### config.mk
export PLATFORM = sky130hd
export DESIGN_NAME = vm16_core
export DESIGN_NICKNAME = d
export VERILOG_FILES = /design/src/source/vm16_pkg.sv /design/src/source/vm16_mem_if.sv /design/src/source/vm16_instr_mem.sv /design/src/source/vm16_decoder.sv /design/src/source/vm16_regfile.sv /design/src/source/vm16_alu.sv /design/src/source/vm16_apb_master.sv /design/src/source/vm16_core.sv
export VERILOG_INCLUDE_DIRS = /design/src /design/src/source
export SDC_FILE = /design/constraint.sdc
export NUM_CORES = 2
export LEC_CHECK = 0
export ABC_AREA = 1
export BUFFER_PORTS_ARGS = -buffer_cell sky130_fd_sc_hd__buf_2
export CORE_UTILIZATION = 50
export CTS_CLUSTER_SIZE = 30
export DETAILED_ROUTE_END_ITERATION = 16
export GPL_TIMING_DRIVEN = 1
export PLACE_DENSITY_LB_ADDON = 0.25
export SYNTH_ARGS = -nofsm -noshare
export SYNTH_HDL_FRONTEND = slang
export SYNTH_SLANG_ARGS = --single-unit
### constraint.sdc
create_clock -name clk -period 3.6 [get_ports clk]
set_input_delay 0.36 -clock clk [delete_from_list [all_inputs] [get_ports clk]]
set_output_delay 0.36 -clock clk [all_outputs]
set_load 0.02 [all_outputs]
### src/source/vm16_consts.svh
//~~~~~~~~~~~~~~~~~~~~~~~~~~~~~~~~~~~~~~~~~~~~~~~~~~~~~~~~~~~~~~~~~~~~~
// Widths and depths shared by the 16-bit core
//~~~~~~~~~~~~~~~~~~~~~~~~~~~~~~~~~~~~~~~~~~~~~~~~~~~~~~~~~~~~~~~~~~~~~

`ifndef VM16_CONSTS_SVH
`define VM16_CONSTS_SVH

// Data, address and instruction word
`define VM16_DATA_W      16

// Instruction memory
`define VM16_IMEM_DEPTH  64
`define VM16_IMEM_AW     6

// Register file
`define VM16_NUM_REGS    8
`define VM16_REG_SEL_W   3

`endif

### src/source/vm16_pkg.sv
//~~~~~~~~~~~~~~~~~~~~~~~~~~~~~~~~~~~~~~~~~~~~~~~~~~~~~~~~~~~~~~~~~~~~~
// Core types: data word, opcodes, ALU ops and the decoded instruction
//~~~~~~~~~~~~~~~~~~~~~~~~~~~~~~~~~~~~~~~~~~~~~~~~~~~~~~~~~~~~~~~~~~~~~

`include "vm16_consts.svh"

package vm16_pkg;

    typedef logic [`VM16_DATA_W-1:0]    word_t;
    typedef logic [`VM16_REG_SEL_W-1:0] reg_sel_t;

    // Unlisted opcode values decode as NOP
    typedef enum logic [4:0] {
        OP_NOP   = 5'd0,
        OP_LW    = 5'd1,
        OP_SW    = 5'd2,
        OP_MOV   = 5'd3,
        OP_MOVI  = 5'd4,
        OP_BR    = 5'd5,
        OP_BIT   = 5'd6,
        OP_ARITH = 5'd7,
        OP_HALT  = 5'd31
    } opcode_t;

    typedef enum logic [3:0] {
        ALU_NOP, ALU_PASS_B, ALU_ADD, ALU_SUB, ALU_OR,
        ALU_XOR, ALU_AND, ALU_NOT, ALU_SHL, ALU_SHR
    } alu_op_t;

    typedef struct packed {
        reg_sel_t   rd;
        reg_sel_t   ra;
        logic [3:0] imm4;
        logic [7:0] imm8;
        logic [4:0] simm5;
        alu_op_t    alu_op;
        logic       has_imm4;
        logic       has_imm8;
        logic       has_we;
        logic       has_br;
        logic       has_mem;
        logic       has_mem_we;
        logic       halt;
    } decoded_t;

endpackage

### src/source/vm16_mem_if.sv
//~~~~~~~~~~~~~~~~~~~~~~~~~~~~~~~~~~~~~~~~~~~~~~~~~~~~~~~~~~~~~~~~~~~~~
// Load/store request channel between sequencer and APB master
//~~~~~~~~~~~~~~~~~~~~~~~~~~~~~~~~~~~~~~~~~~~~~~~~~~~~~~~~~~~~~~~~~~~~~

`timescale 1ns/1ps

interface vm16_mem_if import vm16_pkg::*; ();

    // req pulses once, addr/wdata/write held until done
    logic  req;
    logic  write;
    word_t addr;
    word_t wdata;
    // done pulses once, rdata valid from then on
    logic  done;
    word_t rdata;

    modport requester (output req, write, addr, wdata, input done, rdata);
    modport completer (input req, write, addr, wdata, output done, rdata);

endinterface

### src/source/vm16_instr_mem.sv
//~~~~~~~~~~~~~~~~~~~~~~~~~~~~~~~~~~~~~~~~~~~~~~~~~~~~~~~~~~~~~~~~~~~~~
// Instruction memory with synchronous read and a program load port
//~~~~~~~~~~~~~~~~~~~~~~~~~~~~~~~~~~~~~~~~~~~~~~~~~~~~~~~~~~~~~~~~~~~~~

`timescale 1ns/1ps
`include "vm16_consts.svh"

module vm16_instr_mem import vm16_pkg::*; (
    input  logic                     clk,
    input  logic [`VM16_IMEM_AW-1:0] addr,
    input  logic                     load_we,
    input  logic [`VM16_IMEM_AW-1:0] load_addr,
    input  word_t                    load_data,
    output word_t                    instr
);

    word_t mem [`VM16_IMEM_DEPTH];

    // Load port only used while the core sits in reset
    always_ff @(posedge clk) begin
        if (load_we)
            mem[load_addr] <= load_data;
        instr <= mem[addr];
    end

endmodule

### src/source/vm16_decoder.sv
//~~~~~~~~~~~~~~~~~~~~~~~~~~~~~~~~~~~~~~~~~~~~~~~~~~~~~~~~~~~~~~~~~~~~~
// Instruction decoder: field slicing, ALU op and control flags
//~~~~~~~~~~~~~~~~~~~~~~~~~~~~~~~~~~~~~~~~~~~~~~~~~~~~~~~~~~~~~~~~~~~~~

`timescale 1ns/1ps

module vm16_decoder import vm16_pkg::*; (
    input  word_t    instr,
    output decoded_t dec
);

    opcode_t opcode;

    assign opcode = opcode_t'(instr[15:11]);

    always_comb begin
        dec        = '0;
        dec.rd     = instr[10:8];
        dec.ra     = instr[7:5];
        dec.imm4   = instr[3:0];
        dec.imm8   = instr[7:0];
        dec.simm5  = instr[4:0];
        dec.alu_op = ALU_NOP;

        case (opcode)
            OP_LW: begin
                dec.has_mem = 1'b1;
                dec.has_we  = 1'b1;
            end
            OP_SW: begin
                dec.has_mem    = 1'b1;
                dec.has_mem_we = 1'b1;
            end
            OP_MOV: begin
                dec.alu_op = ALU_PASS_B;
                dec.has_we = 1'b1;
            end
            OP_MOVI: begin
                dec.alu_op   = ALU_PASS_B;
                dec.has_imm8 = 1'b1;
                dec.has_we   = 1'b1;
            end
            OP_BR:   dec.has_br = 1'b1;
            OP_BIT: begin
                dec.has_we = 1'b1;
                case (instr[4:0])
                    5'd0:    dec.alu_op = ALU_OR;
                    5'd1:    dec.alu_op = ALU_XOR;
                    5'd2:    dec.alu_op = ALU_AND;
                    5'd3:    dec.alu_op = ALU_NOT;
                    5'd4:    dec.alu_op = ALU_SHL;
                    5'd5:    dec.alu_op = ALU_SHR;
                    // Unknown bit function leaves rd alone
                    default: dec.has_we = 1'b0;
                endcase
            end
            OP_ARITH: begin
                dec.has_we = 1'b1;
                if (instr[4]) begin
                    case (instr[3:0])
                        4'd0:    dec.alu_op = ALU_ADD;
                        4'd1:    dec.alu_op = ALU_SUB;
                        default: dec.alu_op = ALU_NOP;
                    endcase
                end else begin
                    // Add-immediate, operand b becomes ra + imm4
                    dec.alu_op   = ALU_ADD;
                    dec.has_imm4 = 1'b1;
                end
            end
            OP_HALT: dec.halt = 1'b1;
            default: ;
        endcase
    end

endmodule

### src/source/vm16_regfile.sv
//~~~~~~~~~~~~~~~~~~~~~~~~~~~~~~~~~~~~~~~~~~~~~~~~~~~~~~~~~~~~~~~~~~~~~
// Eight-entry register file, one async read and one write port
//~~~~~~~~~~~~~~~~~~~~~~~~~~~~~~~~~~~~~~~~~~~~~~~~~~~~~~~~~~~~~~~~~~~~~

`timescale 1ns/1ps
`include "vm16_consts.svh"

module vm16_regfile import vm16_pkg::*; (
    input  logic     clk,
    input  logic     reset,
    input  reg_sel_t rs,
    output word_t    rd_data,
    input  logic     we,
    input  reg_sel_t ws,
    input  word_t    wd
);

    word_t regs [`VM16_NUM_REGS];

    always_ff @(posedge clk) begin
        if (reset) begin
            for (int i = 0; i < `VM16_NUM_REGS; i++)
                regs[i] <= '0;
        end else if (we) begin
            regs[ws] <= wd;
        end
    end

    assign rd_data = regs[rs];

endmodule

### src/source/vm16_alu.sv
//~~~~~~~~~~~~~~~~~~~~~~~~~~~~~~~~~~~~~~~~~~~~~~~~~~~~~~~~~~~~~~~~~~~~~
// Combinational ALU
//~~~~~~~~~~~~~~~~~~~~~~~~~~~~~~~~~~~~~~~~~~~~~~~~~~~~~~~~~~~~~~~~~~~~~

`timescale 1ns/1ps

module vm16_alu import vm16_pkg::*; (
    input  alu_op_t op,
    input  word_t   a,
    input  word_t   b,
    output word_t   c
);

    always_comb begin
        case (op)
            ALU_PASS_B: c = b;
            ALU_ADD:    c = a + b;
            ALU_SUB:    c = a - b;
            ALU_OR:     c = a | b;
            ALU_XOR:    c = a ^ b;
            ALU_AND:    c = a & b;
            // NOT works on the secondary operand only
            ALU_NOT:    c = ~b;
            // Shift amount is b mod 16
            ALU_SHL:    c = a << b[3:0];
            ALU_SHR:    c = a >> b[3:0];
            default:    c = '0;
        endcase
    end

endmodule

### src/source/vm16_apb_master.sv
//~~~~~~~~~~~~~~~~~~~~~~~~~~~~~~~~~~~~~~~~~~~~~~~~~~~~~~~~~~~~~~~~~~~~~
// APB master FSM serving the core's load/store requests
//~~~~~~~~~~~~~~~~~~~~~~~~~~~~~~~~~~~~~~~~~~~~~~~~~~~~~~~~~~~~~~~~~~~~~

`timescale 1ns/1ps

module vm16_apb_master import vm16_pkg::*; (
    input  logic                clk,
    input  logic                reset,
    vm16_mem_if.completer       mem,
    output word_t               paddr,
    output logic                pwrite,
    output logic                psel,
    output logic                penable,
    output word_t               pwdata,
    input  word_t               prdata,
    input  logic                pready
);

    typedef enum logic [1:0] {IDLE, SETUP, ACCESS} apb_state_t;

    apb_state_t state;

    always_ff @(posedge clk) begin
        if (reset) begin
            state    <= IDLE;
            psel     <= 1'b0;
            penable  <= 1'b0;
            pwrite   <= 1'b0;
            paddr    <= '0;
            pwdata   <= '0;
            mem.done <= 1'b0;
        end else begin
            mem.done <= 1'b0;
            case (state)
                IDLE: if (mem.req) begin
                    paddr  <= mem.addr;
                    pwdata <= mem.wdata;
                    pwrite <= mem.write;
                    psel   <= 1'b1;
                    state  <= SETUP;
                end
                SETUP: begin
                    penable <= 1'b1;
                    state   <= ACCESS;
                end
                // Wait states: hold here until the slave is ready
                ACCESS: if (pready) begin
                    psel     <= 1'b0;
                    penable  <= 1'b0;
                    mem.done <= 1'b1;
                    state    <= IDLE;
                end
                default: state <= IDLE;
            endcase
        end
    end

    always_ff @(posedge clk) begin
        if (state == ACCESS && pready)
            mem.rdata <= prdata;
    end

    a_paddr_stable: assert property (@(posedge clk) disable iff (reset)
        psel && !(penable && pready) |=> $stable(paddr))
        else $error("paddr changed during an APB transfer");

    a_penable_psel: assert property (@(posedge clk) disable iff (reset)
        penable |-> psel)
        else $error("penable high without psel");

endmodule

### src/source/vm16_core.sv
//~~~~~~~~~~~~~~~~~~~~~~~~~~~~~~~~~~~~~~~~~~~~~~~~~~~~~~~~~~~~~~~~~~~~~
// Core top: multicycle sequencer, PC and submodule instances
//~~~~~~~~~~~~~~~~~~~~~~~~~~~~~~~~~~~~~~~~~~~~~~~~~~~~~~~~~~~~~~~~~~~~~

`timescale 1ns/1ps
`include "vm16_consts.svh"

module vm16_core import vm16_pkg::*; (
    input  logic                     clk,
    input  logic                     reset,
    input  logic                     prog_we,
    input  logic [`VM16_IMEM_AW-1:0] prog_addr,
    input  word_t                    prog_data,
    output word_t                    paddr,
    output logic                     pwrite,
    output logic                     psel,
    output logic                     penable,
    output word_t                    pwdata,
    input  word_t                    prdata,
    input  logic                     pready,
    output logic                     halted
);

    typedef enum logic [2:0] {ST_IF, ST_R1, ST_R2, ST_ME, ST_WB} seq_state_t;

    seq_state_t               state;
    logic [`VM16_IMEM_AW-1:0] pc;
    word_t                    imem_out;
    word_t                    instr_q;
    decoded_t                 dec;
    reg_sel_t                 reg_rs;
    word_t                    reg_rd_data;
    word_t                    rdd;
    word_t                    rda;
    word_t                    alu_c;

    vm16_mem_if mem_bus ();

    // Port reads rd in R1 and ra in R2
    assign reg_rs = (state == ST_R2) ? dec.ra : dec.rd;

    always_ff @(posedge clk) begin
        if (reset) begin
            state       <= ST_IF;
            pc          <= '0;
            halted      <= 1'b0;
            mem_bus.req <= 1'b0;
        end else if (!halted) begin
            mem_bus.req <= 1'b0;
            case (state)
                ST_IF: state <= ST_R1;
                ST_R1: state <= ST_R2;
                ST_R2: begin
                    if (dec.halt) begin
                        halted <= 1'b1;
                    end else begin
                        if (dec.has_br)
                            pc <= rdd[`VM16_IMEM_AW-1:0];
                        else
                            pc <= pc + 1'b1;
                        if (dec.has_mem) begin
                            mem_bus.req <= 1'b1;
                            state       <= ST_ME;
                        end else begin
                            state <= ST_WB;
                        end
                    end
                end
                ST_ME: if (mem_bus.done) state <= ST_WB;
                ST_WB: state <= ST_IF;
                default: state <= ST_IF;
            endcase
        end
    end

    // Instruction latch and operand registers
    always_ff @(posedge clk) begin
        if (state == ST_IF)
            instr_q <= imem_out;
        if (state == ST_R1)
            rdd <= reg_rd_data;
        if (state == ST_R2) begin
            if (dec.has_imm8)
                rda <= word_t'(dec.imm8);
            else if (dec.has_imm4)
                rda <= reg_rd_data + word_t'(dec.imm4);
            else
                rda <= reg_rd_data;
        end
    end

    // Effective address is ra + sign-extended simm5
    assign mem_bus.addr  = rda + {{(`VM16_DATA_W-5){dec.simm5[4]}}, dec.simm5};
    assign mem_bus.wdata = rdd;
    assign mem_bus.write = dec.has_mem_we;

    vm16_instr_mem u_imem (
        .clk       (clk),
        .addr      (pc),
        .load_we   (prog_we),
        .load_addr (prog_addr),
        .load_data (prog_data),
        .instr     (imem_out)
    );

    vm16_decoder u_dec (
        .instr (instr_q),
        .dec   (dec)
    );

    vm16_regfile u_regs (
        .clk     (clk),
        .reset   (reset),
        .rs      (reg_rs),
        .rd_data (reg_rd_data),
        .we      (dec.has_we && state == ST_WB),
        .ws      (dec.rd),
        .wd      (dec.has_mem ? mem_bus.rdata : alu_c)
    );

    vm16_alu u_alu (
        .op (dec.alu_op),
        .a  (rdd),
        .b  (rda),
        .c  (alu_c)
    );

    vm16_apb_master u_apb (
        .clk     (clk),
        .reset   (reset),
        .mem     (mem_bus),
        .paddr   (paddr),
        .pwrite  (pwrite),
        .psel    (psel),
        .penable (penable),
        .pwdata  (pwdata),
        .prdata  (prdata),
        .pready  (pready)
    );

    a_prog_in_reset: assert property (@(posedge clk) prog_we |-> reset)
        else $error("program load while core is running");

    // A halted core never opens a new APB setup phase
    a_no_apb_after_halt: assert property (@(posedge clk) disable iff (reset)
        halted |-> !(psel && !penable))
        else $error("APB transfer started after halt");

endmodule

# Word level (Yosys, flattened, before mapping)
# Memory sizes are Yosys's and may differ from the RTL's. A register that Yosys moved wholly into a read port is not among the register bits.
# Index checks and enable logic that the tools add are counted.
dict set report classes {
  muxes 47
  n_reduce_logical 20
  eq_ne 33
  shift 2
  n_bitwise 7
  addsub 5
}
# op n
set op_table {}
lappend op_table {{$pmux W16 S9} 1}
lappend op_table {{$mux W16} 3}
lappend op_table {{$add A16 B16 Y16} 2}
lappend op_table {{$eq A5 B3 Y1 const B} 6}
lappend op_table {{$mux W1} 25}
lappend op_table {{$pmux W4 S6} 1}
lappend op_table {{$eq A5 B2 Y1 const B} 4}
lappend op_table {{$add A16 B4 Y16} 1}
lappend op_table {{$and A16 B16 Y16} 1}
lappend op_table {{$eq A4 B3 Y1 const B} 4}
lappend op_table {{$not A16 Y16} 1}
lappend op_table {{$or A16 B16 Y16} 1}
lappend op_table {{$reduce_or A16 Y1} 1}
lappend op_table {{$shl A16 B4 Y16} 1}
lappend op_table {{$shr A16 B4 Y16} 1}
lappend op_table {{$sub A16 B16 Y16} 1}
lappend op_table {{$xor A16 B16 Y16} 1}
lappend op_table {{$mux W3} 5}
lappend op_table {{$pmux W3 S4} 1}
lappend op_table {{$pmux W4 S3} 1}
lappend op_table {{$eq A5 B1 Y1 const B} 2}
lappend op_table {{$reduce_and A3 Y1} 3}
lappend op_table {{$eq A4 B1 Y1 const B} 2}
lappend op_table {{$eq A4 B2 Y1 const B} 2}
lappend op_table {{other kinds (28)} 43}
dict set report totals {
  memories 2
  output_inout_bits 36
  ramBits 1152
  reg_bits 113
  in_bits 42
  elab_cells 132
}
# memory depth word_bits rd rd_ports_with_merged_regs write_ports line_no
set memory_table {}
lappend memory_table {u_imem.mem 64 16 1 1 1 vm16_instr_mem.sv:17} ;# word_t mem [`VM16_IMEM_DEPTH];
lappend memory_table {u_regs.regs 8 16 1 0 8 vm16_regfile.sv:18} ;# word_t regs [`VM16_NUM_REGS];

# Longest topological paths before layout
dict set report logic_depth {
  word_depth 10
  depth_mapped 31
  ltp_nobuf 29
}

# Modules after synthesis
# Synthesis repeated with hierarchy kept, for this count alone.
dict set report unflattened {
  cells_unflattened 5790
  hier_area_um2 58537.4
}
# mod area_each_um2 n_inst cells_each
set modules_own_cells {}
lappend modules_own_cells {vm16_instr_mem 42099.1 1 3517}
lappend modules_own_cells {vm16_regfile 6316.1 1 734}
lappend modules_own_cells {vm16_core 3873.7 1 516}
lappend modules_own_cells {vm16_alu 3713.6 1 722}
lappend modules_own_cells {vm16_apb_master 2073.2 1 218}
lappend modules_own_cells {vm16_decoder 461.7 1 83}

# Least setup slack after synthesis
# OpenSTA, ideal clock, no wires.
dict set report synth_path {
  path_kind {register -> register}
  from {reg rda[1]}
  to {mem u_regs.regs[0][13] (netlist name), data pin}
  path_stages_with_launch 28
  t_arrival_ns 3.520
  slack_ns -0.170
  n_path_buf 2
  setup_ns 0.250
  cell_sequence {edfxtp_1 -> buf_2 -> inv_1 -> clkbuf_1 -> ha_1 -> inv_1 -> nor3_1 -> inv_1 -> nor2_1 -> nand3_1 -> nor2_1 -> nand2_1 -> nor2_1 -> nand2_1 -> nand2_1 -> xor2_1 -> inv_1 -> ha_1 -> a21o_1 -> o21bai_1 -> a21oi_1 -> nand3b_1 -> nand3_1 -> nand2_1 -> nor2_1 -> nand3_2 -> nand2_1 -> inv_1}
}
# item line_no
set synth_rtl {}
lappend synth_rtl {{start: declaration} vm16_core.sv:34} ;# word_t rda;
lappend synth_rtl {{start signal: assignment} vm16_core.sv:84} ;# rda <= word_t'(dec.imm8);
lappend synth_rtl {{start signal: assignment} vm16_core.sv:86} ;# rda <= reg_rd_data + word_t'(dec.imm4);
lappend synth_rtl {{start signal: assignment} vm16_core.sv:88} ;# rda <= reg_rd_data;
lappend synth_rtl {{end: declaration} vm16_regfile.sv:18}

==> summary.md <==
| Metric | Value |
|---|---|
| EDFF count, synth | 1216 |
| Final Util | 0.5777 |
| Vias | between 40000 and 50000 |
| Clock tree buffer depth | 3 |
| RD Place Congestion | about 0.95 |
| Reg2reg setup slack | slightly below 50 ps |
| Hold WC Path Type | in -> reg |
| Die H | around 340 µm |
| Initial detailed-routing violation count | 4937 |
| Predominant post-synthesis flop cell | edfxtp_1 |
| Clk_lat worst skew | 760 ps |
| Ports | 78 |
| Slowest stage delay, CP | 400 ps |
| PwrDens | between 700 and 800 nW/µm² |
| RSZ-0062 raised after global routing | true |
| Final HPWL DP | 97630 µm |
| Worst r2r path cells | 25 |
| CTS tree | built |
| Vias per inst | roughly 6 |
| Vias in the first global route | 37790 |
| FILL cells | 9216 |
| Synth warn | 0 |
| Die area | 113800 µm² |
| Final #Nets | 5391 |
| Max Fclk | 0.2816 GHz |
| Crit Path Class | reg -> reg |
| Placed cells | between 6000 and 7000 |
| Syn-to-layout area delta | 14.13% |
| Asr flop ratio synth | 0 |
| Core Footprint | 111100 µm² |
| Syn Std Cell Area | around 56000 µm² |
| Startpoint Class | flip-flop |
| Total GRT Usage | 0.2785 |
| Post-synth cell types | 51 |
| Initial Utilization | 0.5062 |
| Root buffer cell | clkbuf_16 |
| Slack of the critical path | roughly 49 ps |
| First-pass iteration count of the detailed router | 6 |
| Worst EP required | between 4000 and 5000 ps |
| Final setup viols | 0 |
| Post-layout min period | 3551 ps |
| # DRC | 0 |
| Max-cap violations | 0 |
| Cts bufs inserted | ~130 |
| Max Fanout on Critical Path | 8 |
| Port-buffer cells | 77 |
| Slew headroom | 0.2636 |
| Worst-path clk slew | 70 ps |
| CTS Sinks | about 1300 |
| Global-route wire length before repair | approximately 240000 µm |
| IR Drop Worst-Case VDD | 0.4965 mV |
| Row cnt | between 100 and 150 |
| Layout Skew | 26.35 ps |
| Commonest cells after routing, fill and taps aside | edfxtp_1 (1216), nor2_1 (742), o21ai_0 (653), nand2_1 (643), inv_1 (359) |
| Static Leakage | 23.96 nW |
| Die width | between 300 and 400 µm |
| End of the worst register-to-register path | u_regs.regs[4][13]$_SDFFCE_PN0P_ |
| Most common cell after layout, fill and taps aside | edfxtp_1 |
| Share of layout cells above drive strength 1 | 0.1280 |
| RR Startpoint | rda[0]$_DFFE_PP_ |
| GRT Residual Overflow | 0 |
| Crit-path leading delay family | simple AND/OR/NAND/NOR gates |
| Synth Instances | a little over 5000 |
| Buf/Inv on CP | 5 |
| Worst Setup End Kind | flip-flop |
| Fin cells | 6859 |
| Worst Tran Pin Value | between 1000 and 1500 ps |
| Hold Startpoint | reset |
| Hold path depth | 3 |
| Status | finished clean |
| Antenna-violating nets left | 0 |
| WP data arrival | 4050 ps |
| Total wire length | 158900 µm |
| Antenna violations before repair | 6 |
| Final Hold Fails | 0 |
| Area of the multi-input gates | 16130 µm² |
| Largest net degree at the start of global routing | about 180 |
| Most used cell, CP | nand2_1 |
| Slowest-stage cell, CP | edfxtp_1 |
| H-tree depth | 4 |
| Total area of sequential cells | 37830 µm² |
| Wire per inst | 23.16 µm |
| Syn nets | 5209 |
| Hold endpoint | u_apb.mem.done$_SDFF_PP0_ |
| Syn Area/Cell | 11.04 µm² |
| Seq/Total Area, Yosys | 0.6723 |
| Pre-CTS setup slack | -97.28 ps |
| Synthesized flop and latch total | ~1300 |
| Max-slew violations | 0 |
| Tcrit/Tclk final | 0.9863 |
registers in the layout, indices dropped and copies added, names as in the netlist:
signal and flops:
u_apb.paddr 16, u_apb.pwdata 16, mem_bus.wdata 16, u_imem.instr 16, u_apb.psel 1, halted 1
u_apb.state 2, u_apb.pwrite 1, instr_q 16, u_apb.mem.done 1, u_regs.regs 128, rda 16
mem_bus.req 1, state 3, pc 6, u_apb.penable 1, u_apb.mem.rdata 16, u_imem.mem 1024
final cells by class:
type / instances / area share
Tap cell: 1488 / 0.02900
Sequential cell: 1281 / 0.5892
Multi-Input combinational cell: 3124 / 0.2513
Clock inverter: 58 / 0.01128
Timing Repair Buffer: 348 / 0.04112
Inverter: 388 / 0.02290
Antenna cell: 2 / 0.00007795
Clock buffer: 170 / 0.05513
per-layer routing:
| metal | vias up | GRT usage | part of all wire | routed length [µm] |
|---|---|---|---|---|
| met2 | 1842 | 0.4502 | 0.48 | 75800 |
| met1 | 19580 | 0.3729 | 0.40 | 63880 |
| met5 | - | 0 | 0.00042 | 67 |
| met4 | 10 | 0.1314 | 0.046 | 7261 |
| met3 | 345 | 0.03906 | 0.075 | 11850 |
| li1 | 18500 | - | - | - |
cell usage after synthesis, types with 12 or more instances:
cell      instances  share of area
nand3_2          16         0.0028
buf_1            12        0.00080
nand2_1         676          0.045
nand4_1          91          0.010
nor3_1           12         0.0011
ha_1             69          0.015
o211ai_1         48         0.0064
o21ai_0         658          0.059
nor2_2           12         0.0013
clkbuf_1        245          0.016
nand3b_1         12         0.0016
edfxtp_1       1216           0.65
o221ai_1         93          0.014
buf_4            17         0.0023
inv_2            14        0.00093
nor2_1          763          0.051
o22ai_1         171          0.019
a21oi_1          99         0.0088
dfxtp_1          65          0.023
inv_1           369          0.025
nand3_1         284          0.025
xor2_1           23         0.0036
buf_2            20         0.0018
cells by family after synthesis:
family,count (synthesis),share of synthesized area
AND/OR/NAND/NOR,1905,0.1442
multiplexers,3,0.0005339
buffers and inverters,690,0.04871
flip-flops,1281,0.6723
adder cells (fa/ha/maj),72,0.01642
AO/OA/AOI/OAI,1117,0.1136
XOR/XNOR,27,0.004204
repair_timing:
action                                  CTS  global route
pin swaps                                 3            36
resized for setup                         9            97
setup buffers                             0             4
hold buffers                             17             0
endpoints found under the hold margin    17             0
endpoints found under the setup margin   32           104
report_power, final:
group          internal [mW]  switching [mW]  total (mW)
clock                   7.68            5.82        13.5
combinational           4.91            10.9        15.8
sequential              17.1           0.623        17.7
how the worst max path moves through the flow:
stage / startpoint / to / slack [ps] / cells after the start
2_1_floorplan: rda[1]$_DFFE_PP_ / u_regs.regs[0][13]$_SDFFCE_PN0P_ / 40 / 27
3_3_place_gp: rda[0]$_DFFE_PP_ / u_regs.regs[5][14]$_SDFFCE_PN0P_ / -40 / 29
3_5_place_dp: rda[1]$_DFFE_PP_ / u_regs.regs[2][14]$_SDFFCE_PN0P_ / -100 / 29
4_1_cts: rda[1]$_DFFE_PP_ / u_regs.regs[3][13]$_SDFFCE_PN0P_ / 1 / 25
5_1_grt: rda[0]$_DFFE_PP_ / u_regs.regs[4][13]$_SDFFCE_PN0P_ / -140 / 25
6_report: rda[0]$_DFFE_PP_ / u_regs.regs[4][13]$_SDFFCE_PN0P_ / 50 / 25
stage by stage:
stage / hold slack [ps] / TNS [ps] / instance area, µm² / power, mW
finish: 134.2 / 0 / 64200 / 47.07
global route: 119.7 / -2316 / 64200 / 49.26
CTS: 90.25 / 0 / 63840 / 46.63
detailed placement: 391.9 / -1372 / 59360 / 33.17
global placement: 389.6 / -502.5 / 59360 / 33.01
floorplan: 385.5 / 0 / 56260 / 27.49
worst min-delay path: stages:
cell,delay (ps)
buf_2,150
buf_4,230
nor2_1,120
Power figures use the tool's default switching activity.
